--- config.mk ---
export PLATFORM = sky130hd
export DESIGN_NAME = exec_stage
export DESIGN_NICKNAME = d
export VERILOG_FILES = /design/src/logic/exec_pkg.sv /design/src/logic/count_unit.sv /design/src/logic/exec_control.sv /design/src/logic/exec_stage.sv /design/src/logic/int_alu.sv /design/src/logic/mem_access_gen.sv /design/src/logic/mult_unit.sv /design/src/logic/operand_forward.sv
export SDC_FILE = /design/constraint.sdc
export NUM_CORES = 2
export LEC_CHECK = 0
export ABC_CLOCK_PERIOD_IN_PS = 16500
export BUFFER_PORTS_ARGS = -buffer_cell sky130_fd_sc_hd__buf_4
export CAP_MARGIN = 20
export CORE_MARGIN = 2
export CORE_UTILIZATION = 50
export CTS_CLUSTER_DIAMETER = 200
export DETAILED_ROUTE_END_ITERATION = 7
export PLACE_DENSITY_LB_ADDON = 0.15
export SLEW_MARGIN = 15
export SYNTH_ARGS = -nofsm -noshare
export SYNTH_HDL_FRONTEND = slang
export SYNTH_SLANG_ARGS = --single-unit
--- constraint.sdc ---
create_clock -name Clk -period 16.5 [get_ports Clk]
set_input_delay 2.475 -clock Clk [delete_from_list [all_inputs] [get_ports Clk]]
set_output_delay 2.475 -clock Clk [all_outputs]
set_load 0.05 [all_outputs]
--- src/logic/exec_pkg.sv ---
package exec_pkg;

    typedef enum logic [4:0] {
        OP_NOP,
        OP_ADD,
        OP_ADDU,
        OP_SUB,
        OP_AND,
        OP_OR,
        OP_XOR,
        OP_SLT,
        OP_SLL,
        OP_SRL,
        OP_SRA,
        OP_LUI,
        OP_MUL,
        OP_CLO,
        OP_CLZ,
        OP_LW,
        OP_LH,
        OP_LHU,
        OP_LB,
        OP_LBU,
        OP_SW,
        OP_SH,
        OP_SB,
        OP_LL,
        OP_SC
    } exec_op_e;

    typedef enum logic [1:0] {
        ST_RUN,
        ST_MUL_WAIT,
        ST_COUNT_WAIT
    } ctrl_state_e;

    // Register data may be stale and is corrected by forwarding.
    typedef struct packed {
        logic        valid;
        exec_op_e    op;
        logic [31:0] pc;
        logic [4:0]  rs_num;
        logic [4:0]  rt_num;
        logic [31:0] rs_data;
        logic [31:0] rt_data;
        logic [15:0] imm16;
        logic [4:0]  shamt;
        logic [4:0]  dest;
        logic        write_en;
    } dec_bundle_t;

    typedef struct packed {
        logic        write_en;
        logic [4:0]  dest;
        logic [31:0] data;
    } fwd_bundle_t;

    typedef struct packed {
        logic        valid;
        exec_op_e    op;
        logic [31:0] pc;
        logic [4:0]  dest;
        logic        write_en;
        logic [31:0] data;       // Result, address or SC success bit.
        logic [31:0] store_data;
        logic [3:0]  byte_en;
        logic        mem_read;
        logic        overflow;
        logic        unaligned;
    } exec_result_t;

    localparam int MUL_CYCLES   = 4;
    localparam int COUNT_CYCLES = 4;

endpackage

--- src/logic/count_unit.sv ---
`timescale 1ns/100ps

module count_unit (
    input  logic        Clk,
    input  logic        reset,
    input  logic        flush,
    input  logic        start,
    input  logic        count_ones,
    input  logic [31:0] operand,
    output logic        done,
    output logic [5:0]  count
);
    import exec_pkg::*;

    logic [31:0] work;
    logic        found;
    logic [2:0]  steps_left;
    logic [3:0]  byte_zeros;

    function automatic logic [3:0] leading_zeros8(input logic [7:0] value);
        logic [3:0] n;
        n = 4'd8;
        for (int i = 0; i < 8; i++) begin
            if (value[i]) begin
                n = 4'(7 - i);
            end
        end
        return n;
    endfunction

    assign byte_zeros = leading_zeros8(work[31:24]);

    always_ff @(posedge Clk) begin
        if (reset || flush) begin
            steps_left <= 3'd0;
            done       <= 1'b0;
        end else if (start) begin
            steps_left <= 3'(COUNT_CYCLES);
            done       <= 1'b0;
        end else if (steps_left != 3'd0) begin
            steps_left <= steps_left - 3'd1;
            done       <= (steps_left == 3'd1);
        end
    end

    // CLO inverts the operand so both ops count leading zeros.
    always_ff @(posedge Clk) begin
        if (start) begin
            work  <= count_ones ? ~operand : operand;
            count <= 6'd0;
            found <= 1'b0;
        end else if (steps_left != 3'd0) begin
            work <= work << 8;
            if (!found) begin
                count <= count + {2'b0, byte_zeros};
                found <= (byte_zeros != 4'd8); // A set bit ends the run.
            end
        end
    end

endmodule

--- src/logic/exec_control.sv ---
`timescale 1ns/100ps

module exec_control (
    input  logic                   Clk,
    input  logic                   reset,
    input  logic                   flush,
    input  logic                   mem_stall,
    input  exec_pkg::dec_bundle_t  bundle,
    input  logic [31:0]            alu_value,
    input  logic                   alu_overflow,
    input  logic [3:0]             byte_en,
    input  logic                   mem_read,
    input  logic                   unaligned,
    input  logic [31:0]            rt_value,
    input  logic                   mul_done,
    input  logic [31:0]            product,
    input  logic                   count_done,
    input  logic [5:0]             count,
    output logic                   mul_start,
    output logic                   count_start,
    output logic                   link_bit,
    output logic                   busy,
    output exec_pkg::exec_result_t result
);
    import exec_pkg::*;

    ctrl_state_e  state;
    exec_result_t formed;
    exec_result_t parked;
    logic         accept;
    logic         is_mul;
    logic         is_count;

    assign accept      = (state == ST_RUN) && bundle.valid && !flush && !mem_stall;
    assign is_mul      = (bundle.op == OP_MUL);
    assign is_count    = (bundle.op == OP_CLO) || (bundle.op == OP_CLZ);
    assign mul_start   = accept && is_mul;
    assign count_start = accept && is_count;
    assign busy        = (state != ST_RUN);

    always_comb begin
        formed            = '0;
        formed.valid      = 1'b1;
        formed.op         = bundle.op;
        formed.pc         = bundle.pc;
        formed.dest       = bundle.dest;
        formed.write_en   = bundle.write_en;
        formed.data       = (bundle.op == OP_SC) ? {31'b0, link_bit} : alu_value;
        formed.store_data = rt_value;
        formed.byte_en    = byte_en;
        formed.mem_read   = mem_read;
        formed.overflow   = alu_overflow;
        formed.unaligned  = unaligned;
    end

    always_ff @(posedge Clk) begin
        if (reset) begin
            state    <= ST_RUN;
            result   <= '0;
            link_bit <= 1'b0;
        end else if (flush) begin
            state  <= ST_RUN; // The parked op is dropped.
            result <= '0;
        end else if (!mem_stall) begin
            case (state)
                ST_RUN: begin
                    if (accept && (is_mul || is_count)) begin
                        state  <= is_mul ? ST_MUL_WAIT : ST_COUNT_WAIT;
                        result <= '0;
                    end else if (accept) begin
                        result <= formed;
                    end else begin
                        result <= '0;
                    end
                    if (accept && bundle.op == OP_LL) begin
                        link_bit <= 1'b1;
                    end else if (accept && bundle.op == OP_SC) begin
                        link_bit <= 1'b0;
                    end
                end
                ST_MUL_WAIT: begin
                    if (mul_done) begin
                        state       <= ST_RUN;
                        result      <= parked;
                        result.data <= product;
                    end
                end
                ST_COUNT_WAIT: begin
                    if (count_done) begin
                        state       <= ST_RUN;
                        result      <= parked;
                        result.data <= {26'b0, count};
                    end
                end
                default: state <= ST_RUN;
            endcase
        end
    end

    always_ff @(posedge Clk) begin
        if (accept) begin
            parked <= formed;
        end
    end

endmodule

--- src/logic/exec_stage.sv ---
`timescale 1ns/100ps

module exec_stage (
    input  logic                   Clk,
    input  logic                   reset,
    input  logic                   flush,
    input  logic                   mem_stall,
    input  exec_pkg::dec_bundle_t  bundle,
    input  exec_pkg::fwd_bundle_t  fwd,
    output exec_pkg::exec_result_t result,
    output logic                   busy
);
    import exec_pkg::*;

    logic [31:0] rs_value;
    logic [31:0] rt_value;
    logic [31:0] alu_value;
    logic        alu_overflow;
    logic [3:0]  byte_en;
    logic        mem_read;
    logic        unaligned;
    logic        link_bit;
    logic        mul_start;
    logic        mul_done;
    logic [31:0] product;
    logic        count_start;
    logic        count_done;
    logic [5:0]  count;

    operand_forward u_forward (
        .bundle(bundle), .fwd(fwd), .local_result(result),
        .rs_value(rs_value), .rt_value(rt_value)
    );

    int_alu u_alu (
        .op(bundle.op), .a(rs_value), .b(rt_value), .imm16(bundle.imm16),
        .shamt(bundle.shamt), .value(alu_value), .overflow(alu_overflow)
    );

    mult_unit u_mult (
        .Clk(Clk), .reset(reset), .flush(flush), .start(mul_start),
        .a(rs_value), .b(rt_value), .done(mul_done), .product(product)
    );

    count_unit u_count (
        .Clk(Clk), .reset(reset), .flush(flush), .start(count_start),
        .count_ones(bundle.op == OP_CLO), .operand(rs_value),
        .done(count_done), .count(count)
    );

    mem_access_gen u_mem_access (
        .op(bundle.op), .addr_low(alu_value[1:0]), .link_bit(link_bit),
        .byte_en(byte_en), .mem_read(mem_read), .unaligned(unaligned)
    );

    exec_control u_control (
        .Clk(Clk), .reset(reset), .flush(flush), .mem_stall(mem_stall),
        .bundle(bundle), .alu_value(alu_value), .alu_overflow(alu_overflow),
        .byte_en(byte_en), .mem_read(mem_read), .unaligned(unaligned),
        .rt_value(rt_value), .mul_done(mul_done), .product(product),
        .count_done(count_done), .count(count), .mul_start(mul_start),
        .count_start(count_start), .link_bit(link_bit), .busy(busy), .result(result)
    );

endmodule

--- src/logic/int_alu.sv ---
`timescale 1ns/100ps

module int_alu (
    input  exec_pkg::exec_op_e op,
    input  logic [31:0]        a,
    input  logic [31:0]        b,
    input  logic [15:0]        imm16,
    input  logic [4:0]         shamt,
    output logic [31:0]        value,
    output logic               overflow
);
    import exec_pkg::*;

    logic [31:0] sum;
    logic [31:0] diff;
    logic [31:0] addr;
    logic        add_ovf;
    logic        sub_ovf;

    assign sum  = a + b;
    assign diff = a - b;
    assign addr = a + {{16{imm16[15]}}, imm16}; // Base plus signed offset.

    // Signed overflow shows as a sign flip that the operand signs do not allow.
    assign add_ovf = (a[31] == b[31]) && (sum[31] != a[31]);
    assign sub_ovf = (a[31] != b[31]) && (diff[31] != a[31]);

    always_comb begin
        case (op)
            OP_ADD, OP_ADDU: value = sum;
            OP_SUB:          value = diff;
            OP_AND:          value = a & b;
            OP_OR:           value = a | b;
            OP_XOR:          value = a ^ b;
            OP_SLT:          value = {31'b0, ($signed(a) < $signed(b))};
            OP_SLL:          value = b << shamt;
            OP_SRL:          value = b >> shamt;
            OP_SRA:          value = $signed(b) >>> shamt;
            OP_LUI:          value = {imm16, 16'b0};
            OP_LW, OP_LH, OP_LHU, OP_LB, OP_LBU,
            OP_SW, OP_SH, OP_SB, OP_LL, OP_SC: begin
                value = addr;
            end
            default:         value = 32'b0; // MUL and counts come from their units.
        endcase
    end

    // ADDU never traps.
    assign overflow = ((op == OP_ADD) && add_ovf) || ((op == OP_SUB) && sub_ovf);

endmodule

--- src/logic/mem_access_gen.sv ---
`timescale 1ns/100ps

module mem_access_gen (
    input  exec_pkg::exec_op_e op,
    input  logic [1:0]         addr_low,
    input  logic               link_bit,
    output logic [3:0]         byte_en,
    output logic               mem_read,
    output logic               unaligned
);
    import exec_pkg::*;

    logic       is_word;
    logic       is_half;
    logic       is_byte;
    logic       is_store;
    logic [3:0] lanes;

    assign is_word  = op inside {OP_LW, OP_LL, OP_SW, OP_SC};
    assign is_half  = op inside {OP_LH, OP_LHU, OP_SH};
    assign is_byte  = op inside {OP_LB, OP_LBU, OP_SB};
    assign is_store = op inside {OP_SW, OP_SH, OP_SB, OP_SC};
    assign mem_read = op inside {OP_LW, OP_LH, OP_LHU, OP_LB, OP_LBU, OP_LL};

    assign unaligned = (is_word && addr_low != 2'b00) || (is_half && addr_low[0]);

    always_comb begin
        if (is_word) begin
            lanes = 4'b1111;
        end else if (is_half) begin
            lanes = 4'b0011 << addr_low;
        end else if (is_byte) begin
            lanes = 4'b0001 << addr_low;
        end else begin
            lanes = 4'b0000;
        end
    end

    // A store must not touch memory when misaligned or when SC has lost its link.
    assign byte_en = ((is_store && unaligned) || (op == OP_SC && !link_bit)) ? 4'b0000 : lanes;

endmodule

--- src/logic/mult_unit.sv ---
`timescale 1ns/100ps

module mult_unit (
    input  logic        Clk,
    input  logic        reset,
    input  logic        flush,
    input  logic        start,
    input  logic [31:0] a,
    input  logic [31:0] b,
    output logic        done,
    output logic [31:0] product
);
    import exec_pkg::*;

    logic [31:0] mcand;
    logic [31:0] mplier;
    logic [31:0] partial;
    logic [2:0]  steps_left;

    // Adds the shifted multiplicand for each of the low 8 multiplier bits.
    always_comb begin
        partial = product;
        for (int i = 0; i < 8; i++) begin
            if (mplier[i]) begin
                partial = partial + (mcand << i);
            end
        end
    end

    always_ff @(posedge Clk) begin
        if (reset || flush) begin
            steps_left <= 3'd0;
            done       <= 1'b0;
        end else if (start) begin
            steps_left <= 3'(MUL_CYCLES);
            done       <= 1'b0;
        end else if (steps_left != 3'd0) begin
            steps_left <= steps_left - 3'd1;
            done       <= (steps_left == 3'd1); // Stays up until the next start.
        end
    end

    always_ff @(posedge Clk) begin
        if (start) begin
            mcand   <= a;
            mplier  <= b;
            product <= 32'b0;
        end else if (steps_left != 3'd0) begin
            mcand   <= mcand << 8;  // Bits shifted out only affect the high word.
            mplier  <= mplier >> 8;
            product <= partial;
        end
    end

endmodule

--- src/logic/operand_forward.sv ---
`timescale 1ns/100ps

module operand_forward (
    input  exec_pkg::dec_bundle_t  bundle,
    input  exec_pkg::fwd_bundle_t  fwd,
    input  exec_pkg::exec_result_t local_result,
    output logic [31:0]            rs_value,
    output logic [31:0]            rt_value
);
    import exec_pkg::*;

    // The local result wins over the memory stage since it is younger.
    // A load still in execute only holds its address, so mem_read blocks it.
    function automatic logic [31:0] select_operand(
        input logic [4:0]   num,
        input logic [31:0]  stale,
        input exec_result_t local_r,
        input fwd_bundle_t  mem_fwd
    );
        if (local_r.valid && local_r.write_en && !local_r.mem_read &&
            num != 5'd0 && local_r.dest == num) begin
            return local_r.data;
        end else if (mem_fwd.write_en && num != 5'd0 && mem_fwd.dest == num) begin
            return mem_fwd.data;
        end
        return stale;
    endfunction

    assign rs_value = select_operand(bundle.rs_num, bundle.rs_data, local_result, fwd);
    assign rt_value = select_operand(bundle.rt_num, bundle.rt_data, local_result, fwd);

endmodule

[Yosys cells after proc, flatten, opt, wreduce, memory -nomap -nowiden]
Index checks and enable logic that the tools add are counted.
Word-level totals
  bits in registers: 343
  output and inout port bits: 116
  word-level logic and storage cells: 218
Operators by class
  add/sub/neg operators: 14
  $lt $le $gt $ge: 1
  eq/ne operators: 40
  shift operators: 5
  muxes and demuxes: 56
  bitwise gates (word level): 7
  reduce and logical (&&, ||, !) cells: 61
Operators with widths (number)
  $mux 32: 22
  $mux 115: 4
  $pmux 32 s11: 1
  $pmux 115 s3: 1
  $add 32x32->32: 10
  $mux 4: 12
  $eq 5x5->1 const B: 9
  $eq 5x4->1 const B: 8
  $and 32x32->32: 1
  $lt 32x32->1: 1
  $not 32->32: 1
  $or 32x32->32: 1
  $shl 32x5->32: 1
  $shr 32x5->32: 1
  $sshr 32x5->32: 1
  $sub 32x32->32: 1
  $xor 32x32->32: 1
  $logic_and 1x1->1: 26
  $eq 5x3->1 const B: 4
  $eq 5x5->1: 4
  $reduce_bool 3->1: 5
  $mux 3: 4
  $reduce_and 4->1: 3
  $eq 5x2->1 const B: 2
  26 further kinds: 60

[Logic depth before layout (Yosys ltp)]
  word-level depth: 17
  depth in mapped cells: 72
  depth with buffers taken out: 72

[Cells and area by module]
From an unflattened synthesis, not the netlist that was laid out.
Second synthesis, totals
  cell total of the unflattened synthesis: 5035
  area total of the unflattened synthesis: 40274.9 um2
By module, submodules not included
  mult_unit: times used 1, cells an instance 2202, area an instance 17515.5 um2, sequential area each 2642.5 um2
  int_alu: times used 1, cells an instance 1576, area an instance 10531.4 um2, sequential area each 0.0 um2
  exec_control: times used 1, cells an instance 666, area an instance 7686.1 um2, sequential area each 4824.6 um2
  count_unit: times used 1, cells an instance 209, area an instance 2269.7 um2, sequential area each 1181.1 um2
  operand_forward: times used 1, cells an instance 337, area an instance 1929.4 um2, sequential area each 0.0 um2
  mem_access_gen: times used 1, cells an instance 43, area an instance 330.3 um2, sequential area each 0.0 um2
  exec_stage: times used 1, cells an instance 2, area an instance 12.5 um2, sequential area each 0.0 um2

[Worst setup path before layout]
Ideal clock, no wire load.
  path kind: input port to flip-flop
  start: input mem_stall
  end: register, netlist name u_control.result[70]
  setup time: 59 ps
  data arrival time: 15402 ps
  required time: 16441 ps
  setup slack: 1039 ps
  stages on the path: 9
  path through: nor4b_1 > o21ai_0 > nor2_1 > o311ai_1 > or3_1 > clkbuf_1 > or3_1 > mux2i_1 > a211o_1
Between the ends
  cells in the longest elaborated chain, start to end: 5
Ends and longest elaborated chain
  from (decl): RTL line exec_stage.sv:7  | input logic mem_stall,
  $logic_not 1->1: RTL line exec_control.sv:34  | assign accept = (state == ST_RUN) && bundle.valid && !flush && !mem_stall;
  $logic_and 1x1->1: RTL line exec_control.sv:34
  $mux 115 / $logic_and 1x1->1 (equally long branches): RTL line exec_control.sv:70, exec_control.sv:67
  $mux 115: RTL line exec_control.sv:67  | if (accept && (is_mul || is_count)) begin
  $pmux 115 s3: RTL line exec_control.sv:65  | case (state)
Parallel ways exist; a longest one is shown, timed or not.
A chain may end at the register's enable or synchronous reset.

[Final worst setup path]
  start: register u_mult.mcand[1]
  end: register u_mult.product[31]
Between the ends
  cells in the longest elaborated chain, start to end: 16
Ends and longest elaborated chain
  from (decl): RTL line mult_unit.sv:15  | logic [31:0] mcand;
  from (signal assigned): RTL line mult_unit.sv:49  | mcand <= mcand << 8;
  $add 32x32->32: RTL line mult_unit.sv:25  | partial = partial + (mcand << i);
  $mux 32: RTL line mult_unit.sv:24  | if (mplier[i]) begin
  $add 32x32->32: RTL line mult_unit.sv:25
  $mux 32: RTL line mult_unit.sv:24
  $add 32x32->32: RTL line mult_unit.sv:25
  $mux 32: RTL line mult_unit.sv:24
  $add 32x32->32: RTL line mult_unit.sv:25
  $mux 32: RTL line mult_unit.sv:24
  $add 32x32->32: RTL line mult_unit.sv:25
  $mux 32: RTL line mult_unit.sv:24
  $add 32x32->32: RTL line mult_unit.sv:25
  $mux 32: RTL line mult_unit.sv:24
  $add 32x32->32: RTL line mult_unit.sv:25
  $mux 32: RTL line mult_unit.sv:24
  $add 32x32->32: RTL line mult_unit.sv:25
  $mux 32 (*): RTL line mult_unit.sv:24
  to (signal assigned): RTL line mult_unit.sv:51  | product <= partial;
  to (decl): RTL line mult_unit.sv:11  | output logic [31:0] product
Every way passes the cells marked *; elsewhere a longest branch is shown, timed or not.

==> flow_summary_export.csv <==
group,metric,value,unit
status,status,"finished, final reports clean",
hold_path,holdPathStages,2,
timing,fin_ws,1170,ps
global_routing,grt_max_degree,90,
cts,numCtsBuffers,43,
layout,fin_area,44900,sq um
die,row_count,103,
die,dieArea,81900,sq um
routing,via_per_inst,6.81,
placed_design,hpwlAfterDp,148,mm
routing,dr.pass1.iters,6,
layout,fin_util,0.570,
run,drv_cap,0,
routing,wl,188,mm
hold_path,min_path_type,"reg -> reg",
synthesis,yosys_warnings,0,
pwr,clockPowerShare,0.091,
timing,hold_violations,0,
placed_design,io_buffers,296,
die,die_w,286,um
pwr,peakVddDrop,0.204,mV
synthesis,synth_cell_types,95,
timing,fin_crit_sh,0.929,
synthesis,synthesis.nets,5706,
hold_path,whs_endpoint,"u_control.link_bit",
global_routing,first_global_vias,40612,
routing,wl_per_cell,29.4,um
setup_path,cp.required,17020,ps
layout,layout-drive-gt1-share,0.133,
setup_path,r2r_slack,1170,ps
cts,worstSkewPairLatency,610,ps
die,coreArea,78900,sq um
die,io_pins,297,
layout,area_growth,12.8,%
setup_path,cp_max_fo,6,
die,fp.dieH,286,um
synthesis,postSynth.asyncResetShare,0,
synthesis,synth.top_cells.by_area,"edfxtp_1 13%, ha_1 12%, dfxtp_1 8.3%",
die,start_util,0.505,
setup_path,end_kind,"flop",
setup_path,critical_path.top_delay_family,"compound AO/OA/AOI/OAI gates",
timing,max_freq,65.2,MHz
synthesis,netlist_area,39800,sq um
cts,cts_tree,"yes",
synthesis,seq_area_frac_synth,0.217,
global_routing,grt_overflow,0,
routing,drc,0,
setup_path,reg2reg_depth,66,
global_routing,antenna_found_initial,7,
timing,tns,0,ps
global_routing,track_usage,0.443,
routing,route.vias.total,43572,
synthesis,synth-seq-cells,343,
synthesis,synth_top_area_frac,0.134,
layout,filler_cell_count,7666,
cts,clock-sinks,343,
pwr,p_comb_frac,0.814,
pwr,netSwitchingPower,5830,uW
setup_path,r2r-end,"u_mult.product[31]",
global_routing,grt_pass1_wl,272,mm
timing,maxSlewHeadroom,0.173,
cts,clkTransAtPathRegs,60,ps
synthesis,synth_top_cell_by_area,"edfxtp_1",
pwr,leakage,0.0188,uW
timing,clock_skew,27.2,ps
synthesis,synth_flop_cell,"edfxtp_1",
timing,slew_viol_final,0,
setup_path,crit_path_max_incr_delay,710,ps
placed_design,placed_area,43400,sq um
placed_design,gp_congestion,1.12,
pwr,total_power,11200,uW
pwr,p_seq_frac,0.095,
pwr,p_int,5370,uW
setup_path,crit_buf_inv,2,
timing,worst_slew_pin_slew,1210,ps
routing,drt_iter0_drc,5705,
layout,final_nets,5896,
synthesis,synth_edf_count,178,
layout,diodes,0,
setup_path,crit_arrival,15850,ps
synthesis,avgSynthCellArea,7.77,sq um
timing,fin_crit,15330,ps
cts,cts_root_buffer,"clkbuf_16",
hold_path,hold_start,"u_control.link_bit",
routing,antenna_left,0,
pwr,power_switching_share,0.521,
placed_design,pre_cts_slack,709,ps
setup_path,cp_slowest_cell,"a2111oi_1",
setup_path,r2r_start,"u_mult.mcand[1]",
timing,setup_viol,0,
synthesis,synthCells,5122,
setup_path,crit_cells,66,
cts,clockBufferDepth,3,
setup_path,path_class,"reg -> reg",
cts,cts_max_level,2,
pwr,powerDensity,249,nW/um^2
setup_path,start_kind,"flop",
cell families (layout without fill, tap and decap cells):
| kind of cell | count (synthesis) | after routing | synth area share |
|---|---|---|---|
| AO/OA/AOI/OAI | 1777 | 1777 | 0.293 |
| XOR/XNOR | 227 | 227 | 0.0513 |
| adder cells (fa/ha/maj) | 403 | 403 | 0.129 |
| buffers and inverters | 524 | 749 | 0.0506 |
| flip-flops | 343 | 343 | 0.217 |
| multiplexers | 253 | 253 | 0.0785 |
| AND/OR/NAND/NOR | 1595 | 1595 | 0.181 |
cell usage after synthesis, types with 95 or more instances:
cell        n
dfxtp_1   165
inv_1     217
nor2_1    500
a31oi_1    95
nor3_1    192
nand3_1   105
a21oi_1   419
clkbuf_1  256
o21ai_0   436
ha_1      391
a21o_1    126
a221oi_1  115
xnor2_1   150
edfxtp_1  178
mux2i_1   149
nand2_1   495
metrics by stage:
| step | hold slack, ps | instances |
|---|---|---|
| final | 452 | 6397 |
| after global routing | 492 | 6397 |
| after CTS | 455 | 6388 |
| after detailed placement | 446 | 6308 |
| after global placement | 443 | 6308 |
| after floorplan | 426 | 5122 |
worst max-delay path by stage:
stage	from	endpoint	slack, ps
global placement	u_mult.mcand[1]	u_mult.product[31]	910
CTS	u_mult.mcand[1]	u_mult.product[31]	640
detailed placement	u_mult.mcand[1]	u_mult.product[31]	710
finish	u_mult.mcand[1]	u_mult.product[31]	1170
floorplan	mem_stall	u_control.result[70]	1040
global route	u_mult.mcand[0]	u_mult.product[31]	-3
flip-flops by register name, indices dropped and copies added (netlist names):
signal / cells
u_mult.mplier: 32
u_count.work: 32
u_mult.done: 1
u_count.count: 6
u_control.result: 115
u_mult.mcand: 32
u_count.steps_left: 3
u_count.found: 1
u_mult.steps_left: 3
u_control.state: 2
u_control.parked: 82
u_control.link_bit: 1
u_count.done: 1
u_mult.product: 32
layout make-up:
| class | instances | area (sq um) | area share |
|---|---|---|---|
| well taps | 1050 | 1310 | 0.0292 |
| clock inverters | 26 | 350 | 0.00780 |
| inverters | 228 | 860 | 0.0191 |
| repair buffers | 441 | 3310 | 0.0737 |
| clock buffers | 54 | 1140 | 0.0253 |
| multi-input cells | 4255 | 29300 | 0.652 |
| flip-flops and latches | 343 | 8650 | 0.192 |
cells in the final DEF (no fill, tap or decap), types with 37 or more instances in the layout:
cell,n
nor2_1,493
nand2_1,493
a21oi_1,419
o31ai_1,39
nor2b_1,40
mux4_2,41
o21a_1,57
inv_1,215
xor2_1,73
a21o_1,126
o211ai_1,48
ha_1,391
o22ai_1,40
dfxtp_1,165
nor3_1,190
o21ai_0,433
nand2b_1,42
a31oi_1,90
buf_4,441
a211oi_1,67
o21bai_1,43
edfxtp_1,178
nand3_1,105
xnor2_1,150
mux2i_1,149
clkbuf_16,43
mux2_2,63
a22oi_1,37
a221oi_1,115
and3_1,44
layer usage:
| layer | wire length [um] | part of all wire | global-route usage |
|---|---|---|---|
| met2 | 80200 | 0.43 | 0.673 |
| met4 | 15600 | 0.083 | 0.302 |
| met3 | 19600 | 0.10 | 0.0956 |
| met5 | 42 | 0.00022 | 0 |
| met1 | 72600 | 0.39 | 0.563 |
what timing repair did:
item	in CTS	in global routing
setup endpoints to repair	0	6
hold buffers	0	0
buffers inserted	0	9
resized for setup	0	8
power groups by stage:
stage	logic (uW)	registers [uW]	clock network [uW]
floorplan	6880	1050	0
global placement	8780	1080	0
detailed placement	8830	1080	0
CTS	8900	1060	1020
global route	10000	1070	1050
finish	9120	1070	1020
worst min-delay path, stage by stage, from the launching register on:
cell and delay, ps:
dfxtp_1 310, nand2_1 50, a21oi_1 50
Power figures use the tool's default switching activity.
